--- config.mk ---
export PLATFORM = sky130hd
export DESIGN_NAME = dnc_read_vectors
export DESIGN_NICKNAME = d
export VERILOG_FILES = /design/src/hdl/dnc_read_pkg.sv /design/src/hdl/dnc_matrix_loader.sv /design/src/hdl/dnc_operand_buffer.sv /design/src/hdl/dnc_read_engine.sv /design/src/hdl/dnc_read_vectors.sv
export SDC_FILE = /design/constraint.sdc
export NUM_CORES = 2
export LEC_CHECK = 0
export BUFFER_PORTS_ARGS = -buffer_cell sky130_fd_sc_hd__buf_4
export CORE_UTILIZATION = 43
export DETAILED_ROUTE_END_ITERATION = 8
export HOLD_SLACK_MARGIN = 0.1
export SYNTH_ARGS = -nofsm -noshare
export SYNTH_HDL_FRONTEND = slang
export SYNTH_SLANG_ARGS = --single-unit
--- constraint.sdc ---
create_clock -name CLK -period 13.8 [get_ports CLK]
set_input_delay 4.14 -clock CLK [delete_from_list [all_inputs] [get_ports CLK]]
set_output_delay 4.14 -clock CLK [all_outputs]
set_load 0.005 [all_outputs]
--- src/hdl/dnc_read_pkg.sv ---
// Size limits, vector types and engine states shared by the DNC read vector RTL; import with ::*
package dnc_read_pkg;

  //////////////////////////////
  // Size limits
  //////////////////////////////

  // Element and accumulator width
  localparam int unsigned DATA_SIZE = 16;

  // Read heads, memory rows, word length
  localparam int unsigned MAX_R = 4;
  localparam int unsigned MAX_N = 8;
  localparam int unsigned MAX_W = 8;

  // Derived field widths
  localparam int unsigned SIZE_WIDTH   = $clog2(MAX_N) + 1;
  localparam int unsigned INDEX_WIDTH  = $clog2(MAX_N);
  localparam int unsigned M_ADDR_WIDTH = $clog2(MAX_N * MAX_W);
  localparam int unsigned W_ADDR_WIDTH = $clog2(MAX_R * MAX_N);

  //////////////////////////////
  // Vector types
  //////////////////////////////

  // One element of M, w or r
  typedef logic [DATA_SIZE-1:0] data_t;

  // Run-time dimension, 1 to 8
  typedef logic [SIZE_WIDTH-1:0] size_t;

  // Loop index i, j or k
  typedef logic [INDEX_WIDTH-1:0] index_t;

  // M store address, j*MAX_W + k
  typedef logic [M_ADDR_WIDTH-1:0] m_addr_t;

  // w store address, i*MAX_N + j
  typedef logic [W_ADDR_WIDTH-1:0] w_addr_t;

  //////////////////////////////
  // Engine FSM
  //////////////////////////////

  typedef enum logic [2:0] {
    IDLE_STATE,
    FETCH_STATE,
    ACCUMULATE_STATE,
    EMIT_STATE,
    DONE_STATE
  } engine_state_t;

endpackage

--- src/hdl/dnc_matrix_loader.sv ---
// Loader that turns the M and w element strobes into operand buffer write ports
`timescale 1ns/1ps

module dnc_matrix_loader
  import dnc_read_pkg::*;
(
  input  logic    CLK,
  input  logic    RST,
  input  logic    START,
  input  data_t   m_in,
  input  logic    m_in_j_enable,
  input  logic    m_in_k_enable,
  input  data_t   w_in,
  input  logic    w_in_i_enable,
  input  logic    w_in_j_enable,
  output logic    m_wr_en,
  output m_addr_t m_wr_addr,
  output data_t   m_wr_data,
  output logic    w_wr_en,
  output w_addr_t w_wr_addr,
  output data_t   w_wr_data
);

  // Stored stream positions, row starts at all ones
  index_t m_row;
  index_t m_col;
  index_t w_row;
  index_t w_col;

  // Position of the element in the current cycle
  index_t m_row_cur;
  index_t m_col_cur;
  index_t w_row_cur;
  index_t w_col_cur;

  // Row strobe steps the row and restarts the column
  always_comb begin
    m_row_cur = m_in_j_enable ? index_t'(m_row + 1'b1) : m_row;
    m_col_cur = m_in_j_enable ? '0 : m_col;
    w_row_cur = w_in_i_enable ? index_t'(w_row + 1'b1) : w_row;
    w_col_cur = w_in_i_enable ? '0 : w_col;
  end

  //////////////////////////////
  // Position counters
  //////////////////////////////

  always_ff @(posedge CLK or posedge RST) begin
    if (RST) begin
      m_row <= '1;
      m_col <= '0;
      w_row <= '1;
      w_col <= '0;
    end else if (START) begin
      // Rearm both streams for the next load
      m_row <= '1;
      m_col <= '0;
      w_row <= '1;
      w_col <= '0;
    end else begin
      if (m_in_j_enable || m_in_k_enable) begin
        m_row <= m_row_cur;
        m_col <= m_in_k_enable ? index_t'(m_col_cur + 1'b1) : m_col_cur;
      end
      if (w_in_i_enable || w_in_j_enable) begin
        w_row <= w_row_cur;
        w_col <= w_in_j_enable ? index_t'(w_col_cur + 1'b1) : w_col_cur;
      end
    end
  end

  //////////////////////////////
  // Write ports
  //////////////////////////////

  // Write pulse one cycle after the element strobe
  always_ff @(posedge CLK or posedge RST) begin
    if (RST) begin
      m_wr_en <= 1'b0;
      w_wr_en <= 1'b0;
    end else begin
      m_wr_en <= m_in_k_enable;
      w_wr_en <= w_in_j_enable;
    end
  end

  // Address and data travel with the pulse
  always_ff @(posedge CLK) begin
    m_wr_addr <= m_addr_t'(m_row_cur * MAX_W + m_col_cur);
    m_wr_data <= m_in;
    w_wr_addr <= w_addr_t'(w_row_cur * MAX_N + w_col_cur);
    w_wr_data <= w_in;
  end

endmodule

--- src/hdl/dnc_operand_buffer.sv ---
// Operand store for M and w, one write port and one registered read port each
`timescale 1ns/1ps

module dnc_operand_buffer
  import dnc_read_pkg::*;
(
  input  logic    CLK,
  input  logic    RST,
  input  logic    m_wr_en,
  input  m_addr_t m_wr_addr,
  input  data_t   m_wr_data,
  input  logic    w_wr_en,
  input  w_addr_t w_wr_addr,
  input  data_t   w_wr_data,
  input  m_addr_t m_rd_addr,
  output data_t   m_rd_data,
  input  w_addr_t w_rd_addr,
  output data_t   w_rd_data
);

  // Memory matrix, row j holds word k
  data_t m_mem [MAX_N*MAX_W];

  // Read weighting, row i holds location j
  data_t w_mem [MAX_R*MAX_N];

  //////////////////////////////
  // Write side
  //////////////////////////////

  always_ff @(posedge CLK) begin
    if (m_wr_en) begin
      m_mem[m_wr_addr] <= m_wr_data;
    end
  end

  always_ff @(posedge CLK) begin
    if (w_wr_en) begin
      w_mem[w_wr_addr] <= w_wr_data;
    end
  end

  //////////////////////////////
  // Read side
  //////////////////////////////

  // One cycle from address to data
  // A write from the previous cycle is already in the array
  always_ff @(posedge CLK or posedge RST) begin
    if (RST) begin
      m_rd_data <= '0;
    end else begin
      m_rd_data <= m_mem[m_rd_addr];
    end
  end

  always_ff @(posedge CLK or posedge RST) begin
    if (RST) begin
      w_rd_data <= '0;
    end else begin
      w_rd_data <= w_mem[w_rd_addr];
    end
  end

endmodule

--- src/hdl/dnc_read_engine.sv ---
// Read engine FSM, walks heads and words, accumulates w(i,j)*M(j,k) and streams r(i,k)
`timescale 1ns/1ps

module dnc_read_engine
  import dnc_read_pkg::*;
(
  input  logic    CLK,
  input  logic    RST,
  input  logic    START,
  input  size_t   size_r,
  input  size_t   size_n,
  input  size_t   size_w,
  output m_addr_t m_rd_addr,
  output w_addr_t w_rd_addr,
  input  data_t   m_rd_data,
  input  data_t   w_rd_data,
  output logic    ready,
  output data_t   r_out,
  output logic    r_out_i_enable,
  output logic    r_out_k_enable
);

  engine_state_t state;

  // Head, word and row indices
  index_t i_idx;
  index_t k_idx;
  index_t j_idx;

  // Read data valid, one cycle behind the fetch
  logic rd_valid;

  // MAC datapath
  data_t product;
  data_t acc;
  data_t acc_next;

  // Loop end flags
  logic last_j;
  logic last_k;
  logic last_i;

  //////////////////////////////
  // Buffer addresses
  //////////////////////////////

  // M read by column k, w by head i
  assign m_rd_addr = m_addr_t'(j_idx * MAX_W + k_idx);
  assign w_rd_addr = w_addr_t'(i_idx * MAX_N + j_idx);

  //////////////////////////////
  // MAC
  //////////////////////////////

  assign product = m_rd_data * w_rd_data;

  // Kept modulo 2^16
  assign acc_next = rd_valid ? data_t'(acc + product) : acc;

  assign last_j = (size_t'(j_idx) == size_n - 1'b1);
  assign last_k = (size_t'(k_idx) == size_w - 1'b1);
  assign last_i = (size_t'(i_idx) == size_r - 1'b1);

  // Completion pulse, the cycle after the last strobe
  assign ready = (state == DONE_STATE);

  //////////////////////////////
  // Control FSM
  //////////////////////////////

  always_ff @(posedge CLK or posedge RST) begin
    if (RST) begin
      state          <= IDLE_STATE;
      i_idx          <= '0;
      k_idx          <= '0;
      j_idx          <= '0;
      rd_valid       <= 1'b0;
      acc            <= '0;
      r_out          <= '0;
      r_out_i_enable <= 1'b0;
      r_out_k_enable <= 1'b0;
    end else begin
      // Defaults, strobes last one cycle
      rd_valid       <= (state == FETCH_STATE);
      acc            <= acc_next;
      r_out_i_enable <= 1'b0;
      r_out_k_enable <= 1'b0;

      case (state)
        IDLE_STATE: begin
          if (START) begin
            i_idx <= '0;
            k_idx <= '0;
            j_idx <= '0;
            acc   <= '0;
            state <= FETCH_STATE;
          end
        end

        // One read per row j
        FETCH_STATE: begin
          if (last_j) begin
            state <= ACCUMULATE_STATE;
          end else begin
            j_idx <= index_t'(j_idx + 1'b1);
          end
        end

        // Last product lands here, result goes straight out
        ACCUMULATE_STATE: begin
          r_out          <= acc_next;
          r_out_k_enable <= 1'b1;
          r_out_i_enable <= (k_idx == '0);
          state          <= EMIT_STATE;
        end

        // Step k, then i
        EMIT_STATE: begin
          j_idx <= '0;
          acc   <= '0;
          if (!last_k) begin
            k_idx <= index_t'(k_idx + 1'b1);
            state <= FETCH_STATE;
          end else if (!last_i) begin
            k_idx <= '0;
            i_idx <= index_t'(i_idx + 1'b1);
            state <= FETCH_STATE;
          end else begin
            state <= DONE_STATE;
          end
        end

        DONE_STATE: begin
          state <= IDLE_STATE;
        end

        default: begin
          state <= IDLE_STATE;
        end
      endcase
    end
  end

endmodule

--- src/hdl/dnc_read_vectors.sv ---
// Top of the DNC read vector unit, loader into operand buffer into read engine
`timescale 1ns/1ps

module dnc_read_vectors
  import dnc_read_pkg::*;
(
  input  logic  CLK,
  input  logic  RST,
  input  logic  START,
  output logic  READY,
  input  size_t SIZE_R_IN,
  input  size_t SIZE_N_IN,
  input  size_t SIZE_W_IN,
  input  data_t M_IN,
  input  logic  M_IN_J_ENABLE,
  input  logic  M_IN_K_ENABLE,
  input  data_t W_IN,
  input  logic  W_IN_I_ENABLE,
  input  logic  W_IN_J_ENABLE,
  output data_t R_OUT,
  output logic  R_OUT_I_ENABLE,
  output logic  R_OUT_K_ENABLE
);

  // Loader to buffer
  logic    m_wr_en;
  m_addr_t m_wr_addr;
  data_t   m_wr_data;
  logic    w_wr_en;
  w_addr_t w_wr_addr;
  data_t   w_wr_data;

  // Engine to buffer
  m_addr_t m_rd_addr;
  w_addr_t w_rd_addr;
  data_t   m_rd_data;
  data_t   w_rd_data;

  //////////////////////////////
  // Producer
  //////////////////////////////

  dnc_matrix_loader i_dnc_matrix_loader (
    .CLK           (CLK),
    .RST           (RST),
    .START         (START),
    .m_in          (M_IN),
    .m_in_j_enable (M_IN_J_ENABLE),
    .m_in_k_enable (M_IN_K_ENABLE),
    .w_in          (W_IN),
    .w_in_i_enable (W_IN_I_ENABLE),
    .w_in_j_enable (W_IN_J_ENABLE),
    .m_wr_en       (m_wr_en),
    .m_wr_addr     (m_wr_addr),
    .m_wr_data     (m_wr_data),
    .w_wr_en       (w_wr_en),
    .w_wr_addr     (w_wr_addr),
    .w_wr_data     (w_wr_data)
  );

  //////////////////////////////
  // Operand store
  //////////////////////////////

  dnc_operand_buffer i_dnc_operand_buffer (
    .CLK       (CLK),
    .RST       (RST),
    .m_wr_en   (m_wr_en),
    .m_wr_addr (m_wr_addr),
    .m_wr_data (m_wr_data),
    .w_wr_en   (w_wr_en),
    .w_wr_addr (w_wr_addr),
    .w_wr_data (w_wr_data),
    .m_rd_addr (m_rd_addr),
    .m_rd_data (m_rd_data),
    .w_rd_addr (w_rd_addr),
    .w_rd_data (w_rd_data)
  );

  //////////////////////////////
  // Consumer
  //////////////////////////////

  dnc_read_engine i_dnc_read_engine (
    .CLK            (CLK),
    .RST            (RST),
    .START          (START),
    .size_r         (SIZE_R_IN),
    .size_n         (SIZE_N_IN),
    .size_w         (SIZE_W_IN),
    .m_rd_addr      (m_rd_addr),
    .w_rd_addr      (w_rd_addr),
    .m_rd_data      (m_rd_data),
    .w_rd_data      (w_rd_data),
    .ready          (READY),
    .r_out          (R_OUT),
    .r_out_i_enable (R_OUT_I_ENABLE),
    .r_out_k_enable (R_OUT_K_ENABLE)
  );

endmodule

# Yosys cells after proc, flatten, opt, wreduce, memory -nomap -nowiden

Memory sizes are Yosys's and may differ from the RTL's. A register that Yosys moved wholly into a read port is not among the register bits.
Cells that the tools add are included.

Output and inout bits: 19
Memories: 2
Bits in read-only memories: 0
Bits in latches: 0
Bits in writable memories: 1,536
Logic and storage cells: 99
Input port bits: 51
Bits in registers: 104

Memories:

| name                       | depth | width | read ports | clocked after Yosys merged registers in | wr ports | RTL line                 | text |
|---|---|---|---|---|---|---|---|
| i_dnc_operand_buffer.m_mem | 64    | 16    | 1          | 1                                       | 1        | dnc_operand_buffer.sv:22 | `data_t m_mem [MAX_N*MAX_W];` |
| i_dnc_operand_buffer.w_mem | 32    | 16    | 1          | 1                                       | 1        | dnc_operand_buffer.sv:25 | `data_t w_mem [MAX_R*MAX_N];` |

Multipliers: 1
Eq/ne operators: 13
Reductions and logical operators: 12
Bitwise logic cells: 0
Shift operators: 0
Div/mod/pow operators: 0
Magnitude comparators: 0
Add/sub/neg operators: 15
Mux-type cells: 37

Operators with widths:

| kind                                                                  | count |
|---|---|
| 3-bit 2-to-1 mux                                                      | 24 |
| 16-bit 2-to-1 mux                                                     | 2 |
| 16-bit one-hot mux with 2 select lines                                | 1 |
| 3-bit by 1-bit adder with 3-bit output, second input constant         | 7 |
| 16-bit adder                                                          | 1 |
| 16-bit by 16-bit multiplier with 16-bit output                        | 1 |
| 6-bit by 3-bit adder with 6-bit output                                | 2 |
| 3-bit by 4-bit equality test with 1-bit output                        | 3 |
| 3-bit one-hot mux with 2 select lines                                 | 2 |
| 3-bit one-hot mux with 4 select lines                                 | 1 |
| 4-bit by 1-bit subtractor with 4-bit output, second input constant    | 3 |
| 5-bit by 3-bit adder with 5-bit output                                | 2 |
| 3-bit one-hot mux with 3 select lines                                 | 1 |
| 3-bit by 2-bit equality test with 1-bit output, second input constant | 2 |
| 3-bit logical NOT                                                     | 2 |
| 1-bit 2-to-1 mux                                                      | 6 |
| 2-bit != test, second input constant                                  | 3 |
| 3-bit AND reduction                                                   | 2 |
| 2-bit nonzero test                                                    | 3 |
| 2-bit by 1-bit != test with 1-bit output, second input constant       | 2 |
| 4-bit AND reduction                                                   | 1 |
| 3-bit by 1-bit equality test with 1-bit output, second input constant | 1 |
| 3-bit equality test, second input constant                            | 1 |
| 3-bit != test, second input constant                                  | 1 |
| 3 further kinds                                                       | 4 |

# Logic depth before layout (Yosys ltp)

Depth after elaboration: 5
Depth in mapped cells: 21
Gate-level depth less buffers: 20

# Cells and area by module

Synthesis repeated with hierarchy kept, for this count alone.

Cells, all modules: 3,371
Area total of the unflattened synthesis: 67,587.3 µm²

Modules (own cells, without submodules):

| module             | area an instance (µm²) | cells an instance | seq. area each (µm²) | instances |
|---|---|---|---|---|
| dnc_operand_buffer | 59,527.1               | 2,526             | 46,925.0             | 1 |
| dnc_read_engine    | 6,603.8                | 752               | 1,176.1              | 1 |
| dnc_matrix_loader  | 1,456.4                | 93                | 1,192.4              | 1 |

# Least setup slack after synthesis

Ideal clock, no wire load.

Path type: input-to-reg
From: input port SIZE_W_IN[0]
To: register i_dnc_read_engine.i_idx[2]
Data arrival time: 5,772 ps
Path buffers: 0
Setup time: 133 ps
Cell stages on the path: 10
Setup slack: 7,895 ps
Cells stage by stage: inv_1 ha_1 xnor2_1 mux2i_1 o2111ai_1 o31ai_1 nor2_1 nand2_1 xor2_1 nor2_1

Word-level cells in the longest chain between the ends: 4

Ends and longest elaborated chain:

| what                                               | RTL line               | text |
|---|---|---|
| start, declared                                    | dnc_read_vectors.sv:13 | `input size_t SIZE_W_IN,` |
| 4-bit by 1-bit subtractor with 4-bit output        | dnc_read_engine.sv:61  | `assign last_k = (size_t'(k_idx) == size_w - 1'b1);` |
| 3-bit by 4-bit equality test with 1-bit output     | dnc_read_engine.sv:61  |  |
| 2-bit by 1-bit != test with 1-bit output (no line) | -                      |  |
| 4-bit AND reduction (no line)                      | -                      |  |
| end signal, assigned                               | dnc_read_engine.sv:126 | `i_idx <= index_t'(i_idx + 1'b1);` |
| end, declared                                      | dnc_read_engine.sv:26  | `index_t i_idx;` |

Every way passes these cells.
A chain may end at the register's enable or synchronous reset.

# Worst setup path after layout

From: register i_dnc_read_engine.state[1]
To: output port READY

Word-level cells in the longest chain between the ends: 1

Ends and longest elaborated chain:

| what                   | RTL line               | text |
|---|---|---|
| start, declared        | dnc_read_engine.sv:23  | `engine_state_t state;` |
| start signal, assigned | dnc_read_engine.sv:73  | `state <= IDLE_STATE;` |
| start signal, assigned | dnc_read_engine.sv:96  | `state <= FETCH_STATE;` |
| start signal, assigned | dnc_read_engine.sv:103 | `state <= ACCUMULATE_STATE;` |
| 3-bit equality test    | dnc_read_engine.sv:65  | `assign ready = (state == DONE_STATE);` |
| end, declared          | dnc_read_vectors.sv:10 | `output logic READY,` |

Every way passes these cells.

==> results by group <==
Outcome
  • Status: completed

Routing
  • Routed vias/inst: 5.56
  • Initial drt markers: 2613
  • Drt wl/cell: 27.8 microns
  • Final wirelength: 155 mm
  • Routed via count: 30964
  • Post-route ant nets: 0
  • Residual DRC: 0
  • DR pass1 iterations: 5

Run
  • Max-cap violation count: 0

Timing
  • Final period util: 0.428
  • Endpoints failing hold: 0
  • Clock Skew: 0.0824 ns
  • RSZ-0062 raised after global routing: false
  • Slew @ Worst Pin: 1.29 ns
  • Setup TNS: 0 ns
  • Fin crit period: 5.90 ns
  • Max Fclk: 0.169 GHz
  • Finish-stage setup viols: 0
  • Relative slew margins: 0.137
  • Count of final max-slew check failures: 0

Floorplanning
  • Die Y: 398 microns
  • Total Die Area: 158000 sq um
  • Boundary pin count: 70
  • Row count: 144
  • Die Width: 398 microns
  • Starting Density: 0.435
  • Core ar.: 155000 sq um

Synthesis
  • Synthesized area per cell: 21.3 sq um
  • Synth unique cells: 54
  • Area leader, netlist: edfxtp_1
  • Asr flop ratio synth: 0.0551
  • Most frequent cell after synthesis: edfxtp_1
  • Mapped Cells: 3164
  • Post-synth top cells: edfxtp_1, mux4_2, inv_1
  • Yosys top cell area share: 0.684
  • Primary FF master, synth: edfxtp_1
  • Synth Register Bits: 1671
  • Sequential fraction of the synthesis area: 0.731
  • Syn nets: 3371
  • Post-synth EDFFs: 1536
  • Yosys warns: 0
  • Synth area leaders: edfxtp_1, mux4_2, dfrtp_1
  • Post-Synthesis Cell Area: 67400 sq um

Setup path
  • Critical path capture point type: output pin
  • Crit start category: flip-flop
  • Setup slack, reg-to-reg: 8.00 ns
  • CP delay by family, top: flip-flops
  • Critical Path Max Stage Delay: 0.47 ns
  • Crit-path max FO: 8
  • WP data required: 9.66 ns
  • CP cell instances: nor3b_1 -> buf_4
  • CP Class: flip-flop to output pin
  • Worst Path Arrival: 1.76 ns
  • Worst setup path startpoint: i_dnc_read_engine.state[1]$_DFFE_PP0P_
  • WP buf/inv: 1
  • Worst flop-to-flop path startpoint: i_dnc_operand_buffer.w_rd_data[1]$_DFF_PP0_
  • CP max-delay cell: dfrtp_1

Placed design
  • Routability cong.: 0.778
  • Port bufs: 69
  • Hpwl dp: 89.2 mm

Hold path
  • Hold path startpoint: i_dnc_read_engine.r_out[9]$_DFFE_PP0P_
  • Hold Crit Class: flip-flop to flip-flop

Layout
  • Multi-input logic area: 17000 sq um
  • Share of layout cells above drive strength 1: 0.305
  • Area grow syn2layout: 13.6%
  • Register Area: 49300 sq um
  • NumNets Final: 3589
  • Layout fillers: 12328
  • Final Core Density: 0.495

GRT
  • Gr ovfl total: 0
  • Number of global-route vias before repair: 32400
  • First-pass GRT wire length: 226 mm
  • Largest net degree at the start of global routing: 137
  • Initial antenna violation count: 11
  • Global Route Usage Sum: 0.200

CTS
  • Post-CTS Resized: 0
  • CTS root buf: clkbuf_16
  • Postcts setup bufs: 0
  • Post-CTS Hold Buffers: 0
  • CTS tree: yes
  • Clk sinks: 1671
  • TritonCTS Buffers: 170
  • H-tree levels: 4
  • Clk buf depth: 3
  • CTS clk-pin slew, worst paths: 0.06 ns
  • Worst-skew pair later-pin latency: 0.82 ns
## cell type report
class / instances / area share
Inverter: 176 / 0.00866
Tap cell: 2044 / 0.0334
Antenna cell: 5 / 0.000163
Timing Repair Buffer: 194 / 0.0193
Clock inverter: 93 / 0.0123
Sequential cell: 1671 / 0.644
Clock buffer: 221 / 0.0594
Multi-Input combinational cell: 1169 / 0.222
## stage by stage
| stage | hold WS (ns) | area, sq um | setup slack [ns] | cells |
|---|---|---|---|---|
| 6_report | 0.493 | 76600 | 7.90 | 5573 |
| 5_1_grt | 0.527 | 76600 | 7.72 | 5568 |
| 4_1_cts | 0.507 | 76600 | 7.81 | 5568 |
| 3_5_place_dp | 0.490 | 71100 | 7.45 | 5254 |
| 3_3_place_gp | 0.483 | 71100 | 7.41 | 5254 |
| 2_1_floorplan | 0.473 | 67400 | 7.28 | 3164 |
## worst reg2reg max path, cell delays in order, from the launching register on
cell	delay, ns
dfrtp_1	0.56
and2_1	0.25
fa_1	0.53
inv_1	0.05
fa_1	0.57
fa_1	0.45
fa_1	0.54
inv_1	0.05
fa_1	0.47
inv_1	0.06
fa_1	0.48
inv_1	0.04
ha_1	0.33
and4_1	0.17
a221o_1	0.41
o31ai_4	0.24
xnor2_1	0.10
and2_1	0.18
o31ai_2	0.22
## registers in the layout, indices dropped and copies added, names as in the netlist, 5 cells and up
| name | flops |
|---|---|
| i_dnc_operand_buffer.w_rd_data | 16 |
| i_dnc_matrix_loader.w_wr_data | 16 |
| i_dnc_read_engine.r_out | 16 |
| i_dnc_matrix_loader.m_wr_addr | 6 |
| i_dnc_operand_buffer.m_rd_data | 16 |
| i_dnc_read_engine.acc | 16 |
| i_dnc_operand_buffer.m_mem | 1024 |
| i_dnc_operand_buffer.w_mem | 512 |
| i_dnc_matrix_loader.m_wr_data | 16 |
| i_dnc_matrix_loader.w_wr_addr | 5 |
## per-layer routing
metal,routed length (microns),up-vias,track usage
met4,4060,6,0.0553
met1,63800,16746,0.270
met5,41,-,0
met3,10200,227,0.0434
met2,76700,890,0.327
li1,-,13095,-
## worst paths after layout
| path | cells after the start | endpoint |
|---|---|---|
| worst max-delay path | 2 | READY |
| worst min-delay path | 2 | i_dnc_read_engine.r_out[9]$_DFFE_PP0P_ |
| worst max register to register | 18 | i_dnc_read_engine.r_out[15]$_DFFE_PP0P_ |
| worst min register to register | 2 | i_dnc_read_engine.r_out[9]$_DFFE_PP0P_ |
| max in group asynchronous | 3 | i_dnc_read_engine.j_idx[2]$_DFFE_PP0P_ |
| min in group asynchronous | 2 | i_dnc_read_engine.r_out_k_enable$_DFF_PP0_ |
## cell families after synthesis
kind of cell / count (synthesis) / synth area share
and+or+nand+nor: 361 / 0.0244
xor gates and xnor gates: 63 / 0.00839
adders and majority gates: 156 / 0.0394
DFF: 1671 / 0.731
muxes: 530 / 0.171
buffers and inverters: 324 / 0.0193
AOI/OAI and AO/OA: 59 / 0.00596
## cells in the final DEF (no fill, tap or decap), types with 6 or more instances in the layout
cell type / instances
dfrtp_1: 80
mux4_2: 496
o21ai_0: 19
clkinv_2: 21
edfxtp_1: 1536
clkbuf_16: 170
clkbuf_8: 10
xnor2_1: 43
a21o_1: 6
clkinv_1: 38
buf_4: 192
nand3b_1: 9
nor2_1: 52
nand2_1: 110
clkbuf_1: 41
fa_1: 94
clkinvlp_4: 10
nand3_1: 8
mux2i_1: 15
mux2_2: 19
a21oi_1: 11
clkinv_16: 10
nor2_2: 89
and2_1: 55
dfxtp_2: 16
dfrtp_4: 6
nor2b_1: 11
inv_1: 174
bufinv_16: 7
xor2_1: 19
ha_1: 62
dfxtp_1: 27
Power is left out: the tool's default activity adds up to more than one toggle a clock period on the data nets, which glitch-free logic cannot reach.
